==> src/common/chip_pkg.sv <==
// ~~~~~~~~~~~~~~~~~~~~~~~~~~~~~~~~~~~~~~~~~~~~~~~~~~~~~~~~~~~
// Address map, widths, status codes and shared types of the
// subsystem. Modules import it inside their bodies.
// ~~~~~~~~~~~~~~~~~~~~~~~~~~~~~~~~~~~~~~~~~~~~~~~~~~~~~~~~~~~
`default_nettype none

package chip_pkg;

  // Bus widths
  localparam int ADDR_W = 16;
  localparam int DATA_W = 32;

  // Main RAM
  localparam int RAM_WORDS = 1024;
  localparam int RAM_AW    = $clog2(RAM_WORDS);
  localparam int RAM_BYTES = RAM_WORDS * 4;

  // GPIO block, 256 bytes of register space
  localparam int NUM_GPIOS = 16;
  localparam logic [ADDR_W-1:0] GPIO_BASE = 16'h1000;

  localparam logic [7:0] GPIO_DATA_OUT   = 8'h00;
  localparam logic [7:0] GPIO_OE         = 8'h04;
  localparam logic [7:0] GPIO_MASKED_OUT = 8'h08;
  localparam logic [7:0] GPIO_DATA_IN    = 8'h0C;

  // Software test status word inside the RAM
  localparam logic [ADDR_W-1:0] SW_STATUS_ADDR = 16'h0FF0;
  localparam logic [DATA_W-1:0] SW_PASS_CODE   = 32'h0000_900D;
  localparam logic [DATA_W-1:0] SW_FAIL_CODE   = 32'h0000_BAAD;

  typedef logic [ADDR_W-1:0]    addr_t;
  typedef logic [DATA_W-1:0]    data_t;
  typedef logic [RAM_AW-1:0]    word_addr_t;
  typedef logic [NUM_GPIOS-1:0] gpio_t;

  // Result monitor states
  typedef enum logic [1:0] {
    ST_RUNNING = 2'd0,
    ST_PASSED  = 2'd1,
    ST_FAILED  = 2'd2
  } sw_state_e;

endpackage

`default_nettype wire

==> src/common/apb_if.sv <==
// ~~~~~~~~~~~~~~~~~~~~~~~~~~~~~~~~~~~~~~~~~~~~~~~~~~~~~~~~~~~
// APB signal bundle. The host modport issues transfers, the
// target modport answers them.
// ~~~~~~~~~~~~~~~~~~~~~~~~~~~~~~~~~~~~~~~~~~~~~~~~~~~~~~~~~~~
`default_nettype none

interface apb_if;
  import chip_pkg::*;

  logic  psel;
  logic  penable;
  logic  pwrite;
  addr_t paddr;
  data_t pwdata;
  data_t prdata;
  logic  pready;
  logic  pslverr;

  modport host (
    output psel, penable, pwrite, paddr, pwdata,
    input  prdata, pready, pslverr
  );

  modport target (
    input  psel, penable, pwrite, paddr, pwdata,
    output prdata, pready, pslverr
  );

endinterface

`default_nettype wire

==> src/gpio/gpio.sv <==
// ~~~~~~~~~~~~~~~~~~~~~~~~~~~~~~~~~~~~~~~~~~~~~~~~~~~~~~~~~~~
// GPIO register block on APB, zero wait states. Output, enable,
// masked output write and a synchronized input register.
// ~~~~~~~~~~~~~~~~~~~~~~~~~~~~~~~~~~~~~~~~~~~~~~~~~~~~~~~~~~~
`default_nettype none

module gpio (
  input  logic            clk_i,
  input  logic            rst_i,
  apb_if.target           bus_i,
  input  chip_pkg::gpio_t gpio_in_i,
  output chip_pkg::gpio_t gpio_out_o,
  output chip_pkg::gpio_t gpio_oe_o
);
  import chip_pkg::*;

  gpio_t      data_out_q;
  gpio_t      oe_q;
  gpio_t      in_meta_q;
  gpio_t      in_sync_q;
  gpio_t      mask;
  logic [7:0] offset;
  logic       access;
  logic       bad_req;
  logic       wr_en;

  assign offset = bus_i.paddr[7:0];
  assign access = bus_i.psel && bus_i.penable;
  assign mask   = bus_i.pwdata[2*NUM_GPIOS-1:NUM_GPIOS];

  // Illegal offsets and wrong directions
  always_comb begin
    case (offset)
      GPIO_DATA_OUT:   bad_req = 1'b0;
      GPIO_OE:         bad_req = 1'b0;
      GPIO_MASKED_OUT: bad_req = !bus_i.pwrite;
      GPIO_DATA_IN:    bad_req = bus_i.pwrite;
      default:         bad_req = 1'b1;
    endcase
  end

  assign wr_en = access && bus_i.pwrite && !bad_req;

  always_ff @(posedge clk_i) begin
    if (rst_i) begin
      data_out_q <= '0;
      oe_q       <= '0;
    end else if (wr_en) begin
      case (offset)
        GPIO_DATA_OUT: data_out_q <= bus_i.pwdata[NUM_GPIOS-1:0];
        GPIO_OE:       oe_q       <= bus_i.pwdata[NUM_GPIOS-1:0];
        // Only masked bits take the new data
        GPIO_MASKED_OUT: begin
          data_out_q <= (data_out_q & ~mask) | (bus_i.pwdata[NUM_GPIOS-1:0] & mask);
        end
        default: ;
      endcase
    end
  end

  // Two flop input synchronizer
  always_ff @(posedge clk_i) begin
    in_meta_q <= gpio_in_i;
    in_sync_q <= in_meta_q;
  end

  // Read mux
  always_comb begin
    case (offset)
      GPIO_DATA_OUT: bus_i.prdata = data_t'(data_out_q);
      GPIO_OE:       bus_i.prdata = data_t'(oe_q);
      GPIO_DATA_IN:  bus_i.prdata = data_t'(in_sync_q);
      default:       bus_i.prdata = '0;
    endcase
  end

  assign bus_i.pready  = access;
  assign bus_i.pslverr = access && bad_req;

  assign gpio_out_o = data_out_q;
  assign gpio_oe_o  = oe_q;

endmodule

`default_nettype wire

==> src/flat_wrapper.sv <==
// flat-port wrapper written by rule: the top's interface ports become plain ports
module gpio_flat import chip_pkg::*;
  (clk_i, rst_i, gpio_in_i, gpio_out_o, gpio_oe_o, bus_i_psel, bus_i_penable, bus_i_pwrite, bus_i_paddr, bus_i_pwdata, bus_i_prdata, bus_i_pready, bus_i_pslverr);
  apb_if bus_i_i ();
  input  logic clk_i;
  input  logic rst_i;
  input  chip_pkg::gpio_t gpio_in_i;
  output chip_pkg::gpio_t gpio_out_o;
  output chip_pkg::gpio_t gpio_oe_o;
  input wire logic [$bits(bus_i_i.psel)-1:0] bus_i_psel;
  input wire logic [$bits(bus_i_i.penable)-1:0] bus_i_penable;
  input wire logic [$bits(bus_i_i.pwrite)-1:0] bus_i_pwrite;
  input wire logic [$bits(bus_i_i.paddr)-1:0] bus_i_paddr;
  input wire logic [$bits(bus_i_i.pwdata)-1:0] bus_i_pwdata;
  output wire logic [$bits(bus_i_i.prdata)-1:0] bus_i_prdata;
  output wire logic [$bits(bus_i_i.pready)-1:0] bus_i_pready;
  output wire logic [$bits(bus_i_i.pslverr)-1:0] bus_i_pslverr;
  assign bus_i_i.psel = bus_i_psel;
  assign bus_i_i.penable = bus_i_penable;
  assign bus_i_i.pwrite = bus_i_pwrite;
  assign bus_i_i.paddr = bus_i_paddr;
  assign bus_i_i.pwdata = bus_i_pwdata;
  assign bus_i_prdata = bus_i_i.prdata;
  assign bus_i_pready = bus_i_i.pready;
  assign bus_i_pslverr = bus_i_i.pslverr;
  gpio u_core (.clk_i(clk_i), .rst_i(rst_i), .bus_i(bus_i_i), .gpio_in_i(gpio_in_i), .gpio_out_o(gpio_out_o), .gpio_oe_o(gpio_oe_o));
endmodule
==> config.mk <==
export PLATFORM = sky130hd
export DESIGN_NAME = gpio_flat
export DESIGN_NICKNAME = d
export VERILOG_FILES = /design/src/common/chip_pkg.sv /design/src/common/apb_if.sv /design/src/gpio/gpio.sv /design/src/flat_wrapper.sv
export SDC_FILE = /design/constraint.sdc
export NUM_CORES = 1
export LEC_CHECK = 0
export BUFFER_PORTS_ARGS = -buffer_cell sky130_fd_sc_hd__clkbuf_2
export CAP_MARGIN = 20
export CORE_ASPECT_RATIO = 1.2
export CORE_MARGIN = 4
export CORE_UTILIZATION = 41
export DETAILED_ROUTE_END_ITERATION = 10
export HOLD_SLACK_MARGIN = 0.05
export PLACE_DENSITY = 0.75
export RECOVER_POWER = 100
export SYNTH_ARGS = -nofsm -noshare
export SYNTH_HDL_FRONTEND = slang
export SYNTH_SLANG_ARGS = --single-unit
==> constraint.sdc <==
create_clock -name clk_i -period 1.4 [get_ports clk_i]
set_input_delay 0.21 -clock clk_i [delete_from_list [all_inputs] [get_ports clk_i]]
set_output_delay 0.21 -clock clk_i [all_outputs]
set_load 0.01 [all_outputs]
==> summary.txt, run 1 <==
Routing
  – Starting DRC count in detailed routing: 87
  – Top Metal Used: met4
  – # DRC: 0
  – Drt total wl: 7.54 mm
  – Antenna-violating nets left: 0
  – Detailed Routing Iterations Pass 1: 4
  – Met3 WL: 499 um
  – Metal2 WL: 4.01 mm
  – Post-Route M1 WL: 2.89 mm
  – DR vias: 2,465
  – Wire per inst: 14.5 um
  – Routed vias/inst: 4.75

Clock network
  – H-tree levels: 3
  – Clk sinks: 64
  – CTS clk-pin slew, worst paths: 70 ps
  – Root Buffer Master: clkbuf_8
  – CTS tree: yes
  – Worst-case clock buffer depth: 2
  – CTS buffer count: 9
  – Worst-Skew Late Latency: 330 ps

STA
  – Worst setup margin: -39.1 ps
  – Period utilization: 103%
  – Hold WS: 140 ps
  – FMAX: 695 MHz
  – Skew final: 3.61 ps
  – Final setup viols: 7
  – Unrepaired setup endpoints after global routing: yes
  – Final Hold Vio Count: 0
  – Post-route minimum period: 1440 ps
  – Final slew viol count: 0

Power and ir drop
  – Sequential share of power: 50.2%
  – Power Total: 3.75 mW
  – Net switching power: 0.849 mW
  – Part of the power in the clock network: 40.7%
  – Net Sw Frac: 22.7%
  – Worst vdd rail ir drop: 0.000892 V
  – Pwr Density: 923 mW/mm2
  – Combinational fraction of design power: 9.1%
  – Leak pwr: 1.92 nW
  – Pint: 2.90 mW

Critical path
  – Worst setup EP type: output pin
  – CP startpoint kind: input port
  – CP Max Fanout: 5
  – R2R cell count: 3
  – CP endpoint: bus_i_pslverr
  – Origin of the worst setup path: bus_i_paddr[1]
  – R2R Setup Slk: 690 ps
  – Worst endpoint data arrival time: 1230 ps
  – Worst EP required: 1190 ps
  – Setup CP Type: input port to output pin

Placement
  – Final Wtd Congestion: 0.803
  – Post-Place Cells: 464
  – IO buf count: 110
  – DP HPWL: 5.16 mm
  – Pre-CTS setup slack: -104 ps

Floorplanning
  – Core area: 0.00645 mm2
  – Die width: 82.5 um
  – Row count: 32
  – Ports: 135
  – Area of the die: 0.00803 mm2
  – Initial core utilization: 42.4%
  – Die H: 97.4 um

Layout
  – Most common cell after layout, fill and taps aside: clkbuf_2
  – Most frequent cells in the layout: 88 x clkbuf_2, 48 x nand2b_1, 41 x dfxtp_1
  – Utilization after layout: 63.0%
  – Layout cells sized above 1: 48.8%
  – Fillers: 524
  – Antenna diodes: 0
  – Nets@finish: 499
  – Layout area overhead: 48.7%
  – Finished Layout Cells: 519

GRT
  – Largest net degree at the start of global routing: 49
  – Global-route wire length before repair: 12.0 mm
  – Vias in the first global route: 2,537
  – Grt total ovfl: 0
  – Initial antenna violation count: 0
  – GR Util All Layers: 20.0%

Run status
  – Status: finished, violations left
  – Failing checks: negative setup slack

Synthesis
  – Syn. warnings: 0
  – FF+latch count, synth: 64
  – Synth Cell Area: 0.00273 mm2
  – Seq/Total Area, Yosys: 46.9%
  – Yosys cell types: 20
  – Post-synthesis cell count: 272
  – Mean post-synth cell area: 10.0 um2

Hold path
  – Hold WC Path Type: input port to flop

Flow run
  – Max_cap viols: 0
## routing by layer
layer | track usage (%) | vias up
met3 | 7.42 | 14
met1 | 22.4 | 1158
met2 | 33.4 | 81
met5 | 0 | -
met4 | 8.30 | 0
li1 | - | 1212
## worst max-delay path: stages
cell     delay [ps]
buf_8           100
nor4_4          310
nand2_2         140
buf_6           160
o21a_1          170
buf_2           140
## worst min-delay path by stage
stage / start / end / slack (ps) / cells past startpoint
2_1_floorplan: gpio_in_i[0] / u_core.in_meta_q[0]$_DFF_P_ / 240 / 0
3_3_place_gp: u_core.in_meta_q[15]$_DFF_P_ / u_core.in_sync_q[15]$_DFF_P_ / 310 / 0
3_5_place_dp: u_core.in_meta_q[0]$_DFF_P_ / u_core.in_sync_q[0]$_DFF_P_ / 310 / 0
4_1_cts: bus_i_pwdata[12] / flop / 130 / 3
5_1_grt: bus_i_pwdata[1] / u_core.gpio_oe_o[1]$_SDFFE_PP0P_ / 140 / 3
6_report: bus_i_pwdata[12] / flop / 140 / 3
## logic make-up (layout without fill, tap and decap cells)
family	count (synthesis)	in the layout	share of synthesized area, %
and+or+nand+nor	89	89	18.1
other	1	16	0.137
xor gates and xnor gates	1	1	0.321
muxes	48	48	18.3
AOI/OAI and AO/OA	33	33	8.34
buffers and inverters	36	183	7.88
DFF	64	64	46.9
## cells in the mapped netlist
master,count,area [um2]
a21oi_1,16,80.1
and2_1,2,12.5
and4_1,2,17.5
and4b_1,1,10.0
buf_2,4,20.0
buf_4,17,128
buf_8,1,15.0
clkbuf_1,13,48.8
conb_1,1,3.75
dfxtp_1,64,1280
inv_1,1,3.75
mux2_2,16,180
mux2i_1,32,320
nand2_1,33,124
nand2b_1,48,300
nor2_1,2,7.51
nor4_4,1,21.3
o2111ai_1,16,140
o21a_1,1,7.51
xor2_1,1,8.76
## stage by stage
stage / setup TNS, ps / instance area (um2)
finish: -94.5 / 4060
global route: -1380 / 4060
CTS: -21.4 / 4010
detailed placement: -1640 / 3410
global placement: -1090 / 3410
floorplan: -600 / 2790
## power groups by stage
stage               logic [mW]  clock network [mW]  registers (mW)
global route             0.373                1.67            1.88
CTS                      0.330                1.56            1.88
floorplan                0.167                   0            1.92
global placement         0.282                   0            1.92
finish                   0.340                1.53            1.88
detailed placement       0.284                   0            1.92
## timing repair
| item | CTS | global route |
|---|---|---|
| hold buffers | 16 | 0 |
| endpoints found under the setup margin | 17 | 17 |
| resized for setup | 38 | 26 |
| pin swaps | 8 | 3 |
| buffers inserted | 21 | 3 |
| hold endpoints to repair | 16 | 0 |
## final cells by class
class,count,area (um2),share of cell area (%)
repair buffers,167,1080,26.7
flip-flops and latches,64,1310,32.3
multi-input cells,187,1370,33.8
inverters,1,3.75,0.0925
clock buffers,11,141,3.48
clock inverters,4,45.0,1.11
well taps,85,106,2.62
Power figures use the tool's default switching activity.
==> run 2: changes to the inputs <==
- CORE_UTILIZATION: 41 -> 49
- PLACE_DENSITY: 0.75 -> 0.84
- clock period: 1.4 -> 1.7 ns (I/O delays scaled with it)
==> run 2 against run 1 <==
  * The flow now finishes without violations
  * Total power decreased by 19%
  * Worst hold slack better by 47 ps
  * First-iteration DRC count rose by 21%
  * Largest cell class unchanged
  * Final area decreased by 11%
  * Die area is 15% lower
  * Highest routed layer unchanged
  * Via count fell by 6.0%
==> summary.txt, run 2 (synthesized netlist as in run 1, its figures left out) <==
Hold path
  – Hold WC Path Type: input port to flop (unchanged)
  – Worst Hold Path Cells: 3 (unchanged)

Routing
  – DR vias: 2,318 (was 2,465)
  – Drt total wl: 6.93 mm (was 7.54 mm)
  – Starting DRC count in detailed routing: 105 (was 87)
  – Top Metal Used: met4 (unchanged)
  – Metal2 WL: 3.57 mm (was 4.01 mm)
  – Antenna-violating nets left: 0 (unchanged)
  – Wire per inst: 14.8 um (was 14.5 um)
  – # DRC: 0 (unchanged)
  – Met3 WL: 371 um (was 499 um)
  – Routed vias/inst: 4.95 (was 4.75)
  – Post-Route M1 WL: 2.79 mm (was 2.89 mm)
  – Detailed Routing Iterations Pass 1: 4 (unchanged)

Clock network
  – Root Buffer Master: clkbuf_8 (unchanged)
  – CTS tree: yes (unchanged)
  – Post CTS Setup Buffer Count: 0 (was 21)
  – Worst-case clock buffer depth: 2 (unchanged)
  – H-tree levels: 3 (unchanged)
  – CTS clk-pin slew, worst paths: 70 ps (about the same)
  – CTS buffer count: 9 (unchanged)
  – # resized after CTS: 0 (was 38)
  – Hold Buf Count CTS: 16 (unchanged)
  – Clk sinks: 64 (unchanged)
  – Worst-Skew Late Latency: 330 ps (about the same)

Critical path
  – Max stage delay cell, worst path: nor4_4 (unchanged)
  – Worst setup EP type: output pin (unchanged)
  – CP startpoint kind: input port (unchanged)
  – Slowest stage delay, CP: 320 ps (was 310 ps)
  – Worst EP required: 1440 ps (was 1190 ps)
  – CP Cell Sequence: clkbuf_1 > nor4_4 > nand2_1 > buf_4 > a21oi_1 > clkbuf_1 (was buf_8 > nor4_4 > nand2_2 > buf_6 > o21a_1 > buf_2)
  – CP Max Fanout: 17 (was 5)
  – Crit-path most repeated cell: clkbuf_1
  – R2R cell count: 2 (was 3)
  – Setup CP Type: input port to output pin (unchanged)
  – Worst endpoint data arrival time: 1300 ps (was 1230 ps)

Layout
  – Layout area overhead: 32.4% (was 48.7%)
  – Nets@finish: 470 (was 499)
  – Most frequent cells in the layout: 64 x dfxtp_1, 62 x clkbuf_2, 50 x clkbuf_1 (was 88 x clkbuf_2, 48 x nand2b_1, 41 x dfxtp_1)
  – Most common cell after layout, fill and taps aside: dfxtp_1 (was clkbuf_2)
  – Multi-input combinational cell area: 0.00129 mm2 (was 0.00137 mm2)
  – Post-route design area: 0.00361 mm2 (was 0.00406 mm2)
  – Fillers: 448 (was 524)
  – Antenna diodes: 0 (unchanged)
  – Layout cells sized above 1: 25.9% (was 48.8%)
  – FF+latch area: 0.00128 mm2 (was 0.00131 mm2)

GRT
  – Global-route wire length before repair: 11.0 mm (was 12.0 mm)
  – Grt total ovfl: 0 (unchanged)
  – Largest net degree at the start of global routing: 26 (was 49)
  – Vias in the first global route: 2,302 (was 2,537)
  – GR Util All Layers: 19.7% (was 20.0%)
  – Initial antenna violation count: 0 (unchanged)

Floorplanning
  – Area of the die: 0.00683 mm2 (was 0.00803 mm2)
  – Core area: 0.00533 mm2 (was 0.00645 mm2)
  – Die H: 89.8 um (was 97.4 um)
  – Initial core utilization: 51.2% (was 42.4%)
  – Die width: 76.1 um (was 82.5 um)
  – Row count: 29 (was 32)
  – Ports: 135 (unchanged)

Placement
  – DP HPWL: 5.04 mm (was 5.16 mm)
  – Placed Area: 0.00334 mm2 (was 0.00341 mm2)
  – IO buf count: 110 (unchanged)
  – Final Wtd Congestion: 0.792 (was 0.803)

Power and ir drop
  – Worst vdd rail ir drop: 0.000996 V (was 0.000892 V)
  – Leak pwr: 1.55 nW (was 1.92 nW)
  – Pwr Density: 843 mW/mm2 (was 923 mW/mm2)

STA
  – Period utilization: 91.3%
  – Final Hold Vio Count: 0 (unchanged)
  – Unrepaired setup endpoints after global routing: no (was yes)
  – FMAX: 644 MHz
  – Skew final: 6.65 ps (was 3.61 ps)
  – Final slew viol count: 0 (unchanged)
  – Rel. slew slack: 59.8%
  – Final setup viols: 0 (was 7)
  – Post-route minimum period: 1550 ps
  – TNS Setup: 0 ps (was -94.5 ps)
  – Worst Max-Slew Pin Slew: 602 ps

Flow run
  – Max_cap viols: 0 (unchanged)

Run status
  – Status: completed (was finished, violations left)
run 2: cell count changes in the layout (fill, tap and decap cells not counted), moves of 7 or more:
cell      change
clkbuf_1     +39
buf_4        -27
clkbuf_2     -26
dfxtp_1      +23
dfxtp_2      -23
buf_2        -10
nand2_1      +10
a21oi_1       +7
a21oi_2       -7
nand2_2       -7
run 2: metrics by stage:
step	setup slack (ps)	power, mW	std cells	hold slack, ps	util [%]
2_1_floorplan	88.9	1.72	287	283	-
4_1_cts	147	3.08	468	167	69.2
3_5_place_dp	107	1.81	436	314	62.7
3_3_place_gp	158	1.80	436	310	62.7
6_report	147	3.05	468	188	67.8
5_1_grt	38.7	3.18	468	177	67.8
run 2: final timing paths:
check,slack (ps),to,startpoint
worst max-delay path,150,bus_i_prdata[4],bus_i_paddr[1]
worst min-delay path,190,flop,bus_i_pwdata[0]
worst max register to register,1040,flop,flop
worst min register to register,330,u_core.in_sync_q[13]$_DFF_P_,u_core.in_meta_q[13]$_DFF_P_
run 2: cell type report:
class | count | share of cell area (%)
clock buffer | 10 | 3.53
clock inverter | 6 | 1.66
inverter | 1 | 0.104
multi-input combinational | 187 | 35.7
sequential | 64 | 35.4
tap | 62 | 2.15
timing repair buffer | 138 | 21.4
run 2: power by group:
part / switching [mW] / internal (mW)
registers: 0.00947 / 1.54
clock network: 0.571 / 0.669
logic: 0.125 / 0.133
total: 0.706 / 2.34
run 2: worst max-delay path, delay by kind of cell:
kind            cells  cell delay, ps
compound gates      1             160
buf+inv             3             480
simple gates        2             410
run 2: routing by layer:
| metal | vias up | track usage (%) |
|---|---|---|
| met5 | - | 0 |
| met4 | 0 | 9.48 |
| met3 | 17 | 7.00 |
| met2 | 76 | 33.2 |
| met1 | 1070 | 21.7 |
| li1 | 1155 | - |
==> run 3: changes to the inputs <==
==> constraint.sdc (replaced) <==
create_clock -name clk_i -period 1.7 [get_ports clk_i]
set_input_delay 0.085 -clock clk_i [delete_from_list [all_inputs] [get_ports clk_i]]
set_output_delay 0.085 -clock clk_i [all_outputs]
set_load 0.01 [all_outputs]
==> run 3 against run 2 <==
  * Sequential share of layout area shrank 0.89 points
  * Sequential power is essentially flat
  * Register-to-register slack lost 40 ps
  * Critical path depth is the same
  * Combinational power grew 5%
  * Worst setup slack gained 180 ps
  * Final area grew 2.6%
  * Final cell count grew 2.6%
  * Flip-flop and latch count is the same
  * Routed wire length grew 4.9%
  * Die area is the same
  * Critical endpoint unchanged
  * Largest cell class unchanged
  * Largest power group unchanged
  * Highest routed layer unchanged
==> summary.txt, run 3 (synthesized netlist as in run 1, its figures left out) <==
GRT
  – Vias in the first global route: 2,458 (was 2,302)
  – Gr busiest metal: met2 (unchanged)
  – Met3 usage: 4.90% (was 7.00%)
  – Initial antenna violation count: 0 (unchanged)
  – Largest net degree at the start of global routing: 49 (was 26)
  – Grt total ovfl: 0 (unchanged)
  – Met1 usage in global routing: 25.0% (was 21.7%)
  – GR Util All Layers: 21.5% (was 19.7%)
  – M2 GR Usage: 37.6% (was 33.2%)
  – Global-route wire length before repair: 12.0 mm (was 11.0 mm)

Power and ir drop
  – Worst vdd rail ir drop: 0.000807 V (was 0.000996 V)
  – Pint: 2.40 mW (was 2.34 mW)
  – Pwr Density: 837 mW/mm2 (was 843 mW/mm2)
  – Leak pwr: 1.58 nW (was 1.55 nW)
  – Sequential share of power: 49.9% (was 50.8%)
  – Combinational fraction of design power: 8.7% (was 8.4%)
  – Net Sw Frac: 22.8% (was 23.2%)
  – Net switching power: 0.706 mW (about the same)
  – Part of the power in the clock network: 41.4% (was 40.7%)

Clock network
  – Clk sinks: 64 (unchanged)
  – CTS clk-pin slew, worst paths: 70 ps (about the same)
  – H-tree levels: 3 (unchanged)
  – Worst-Skew Late Latency: 320 ps (was 330 ps)
  – CTS buffer count: 9 (unchanged)
  – # resized after CTS: 0 (unchanged)
  – Worst-case clock buffer depth: 2 (unchanged)
  – Root Buffer Master: clkbuf_8 (unchanged)
  – CTS tree: yes (unchanged)
  – Post CTS Setup Buffer Count: 0 (unchanged)
  – Hold Buf Count CTS: 31 (was 16)

STA
  – Hold WS: 68.7 ps (was 188 ps)
  – Period utilization: 80.7% (was 91.3%)
  – Post-route minimum period: 1370 ps (was 1550 ps)
  – Final slew viol count: 0 (unchanged)
  – Worst Max-Slew Pin Slew: 726 ps (was 602 ps)
  – Worst setup margin: 328 ps (was 147 ps)
  – TNS Setup: 0 ps (unchanged)
  – FMAX: 729 MHz (was 644 MHz)
  – Final setup viols: 0 (unchanged)
  – Final Hold Vio Count: 0 (unchanged)
  – Rel. slew slack: 51.6% (was 59.8%)
  – Unrepaired setup endpoints after global routing: no (unchanged)
  – Skew final: 2.06 ps (was 6.65 ps)

Critical path
  – R2R cell count: 2 (unchanged)
  – R2R Setup Slk: 1000 ps (was 1040 ps)
  – Worst setup EP type: output pin (unchanged)
  – Origin of the worst setup path: bus_i_paddr[1] (unchanged)
  – Worst EP required: 1620 ps (was 1440 ps)
  – Setup CP Type: input port to output pin (unchanged)
  – CP startpoint kind: input port (unchanged)
  – CP Max Fanout: 17 (unchanged)
  – Worst endpoint data arrival time: 1290 ps (was 1300 ps)

Layout
  – Most common cell after layout, fill and taps aside: dfxtp_1 (unchanged)
  – Multi-input combinational cell area: 0.00129 mm2 (unchanged)
  – Finished Layout Cells: 480 (was 468)
  – Antenna diodes: 0 (unchanged)
  – Layout area overhead: 35.8% (was 32.4%)
  – Most frequent cells in the layout: 64 x dfxtp_1, 62 x clkbuf_2, 52 x clkbuf_1 (was 64 x dfxtp_1, 62 x clkbuf_2, 50 x clkbuf_1)
  – Fillers: 427 (was 448)
  – Layout cells sized above 1: 23.9% (was 25.9%)
  – FF+latch area: 0.00128 mm2 (unchanged)
  – Utilization after layout: 69.5% (was 67.8%)
  – Nets@finish: 482 (was 470)

Placement
  – DP HPWL: 5.00 mm (was 5.04 mm)
  – IO buf count: 110 (unchanged)
  – Final Wtd Congestion: 0.784 (was 0.792)
  – Pre-CTS setup slack: 372 ps (was 107 ps)
  – Post-Place Cells: 433 (was 436)

Floorplanning
  – Core area: 0.00533 mm2 (unchanged)
  – Area of the die: 0.00683 mm2 (unchanged)
  – Die H: 89.8 um (unchanged)
  – Row count: 29 (unchanged)
  – Die width: 76.1 um (unchanged)
  – Initial core utilization: 51.2% (unchanged)
  – Ports: 135 (unchanged)

Routing
  – Routed vias/inst: 4.89 (was 4.95)
  – Starting DRC count in detailed routing: 130 (was 105)
  – Antenna-violating nets left: 0 (unchanged)
  – Wire per inst: 15.1 um (was 14.8 um)
  – Detailed Routing Iterations Pass 1: 4 (unchanged)
  – DR vias: 2,348 (was 2,318)
  – # DRC: 0 (unchanged)
  – Drt total wl: 7.27 mm (was 6.93 mm)

Hold path
  – Hold path startpoint: bus_i_pwdata[2] (was bus_i_pwdata[0])
  – Worst Hold Path Cells: 3 (unchanged)
  – Hold WC Path Type: input port to flop (unchanged)

Run status
  – Status: completed (unchanged)

Flow run
  – Max_cap viols: 0 (unchanged)
==> run 3: how the worst max path moves through the flow <==
stage                                                   end  slack [ps]  cells after the start
after floorplan                            bus_i_prdata[10]         430                      6
after detailed placement   u_core.gpio_oe_o[2]$_SDFFE_PP0P_         370                      5
after global routing                       bus_i_prdata[15]         220                      6
final                                       bus_i_prdata[4]         330                      6
after global placement    u_core.gpio_oe_o[11]$_SDFFE_PP0P_         430                      5
after CTS                                   bus_i_prdata[4]         340                      4
==> run 3: critical path, cell delays in order <==
cell and delay, ps:
clkbuf_1 100, nor4_4 360, nand2_1 90, clkbuf_2 260
a21oi_1 220, clkbuf_1 180
==> run 3: per-layer routing <==
metal / wire length (um) / up-vias
met5: 0 / -
li1: - / 1178
met2: 3770 / 92
met1: 2910 / 1065
met3: 435 / 13
met4: 149 / 0
==> run 3: power groups by stage <==
| stage | clock, mW | sequential [mW] | combinational, mW |
|---|---|---|---|
| 2_1_floorplan | 0 | 1.58 | 0.137 |
| 3_3_place_gp | 0 | 1.58 | 0.209 |
| 3_5_place_dp | 0 | 1.58 | 0.211 |
| 4_1_cts | 1.31 | 1.55 | 0.268 |
| 5_1_grt | 1.39 | 1.55 | 0.296 |
| 6_report | 1.28 | 1.55 | 0.271 |
==> run 3: cell type report <==
type	count	share of cell area (%)
Multi-Input combinational cell	187	34.8
Inverter	1	0.101
Tap cell	62	2.09
Sequential cell	64	34.6
Clock buffer	11	3.81
Clock inverter	5	1.52
Timing Repair Buffer	150	23.1
==> run 3: stage by stage <==
step | total power, mW | instance area, um2
after floorplan | 1.72 | 2790
after global placement | 1.79 | 3280
after detailed placement | 1.79 | 3280
after CTS | 3.13 | 3790
after global routing | 3.23 | 3710
final | 3.10 | 3710
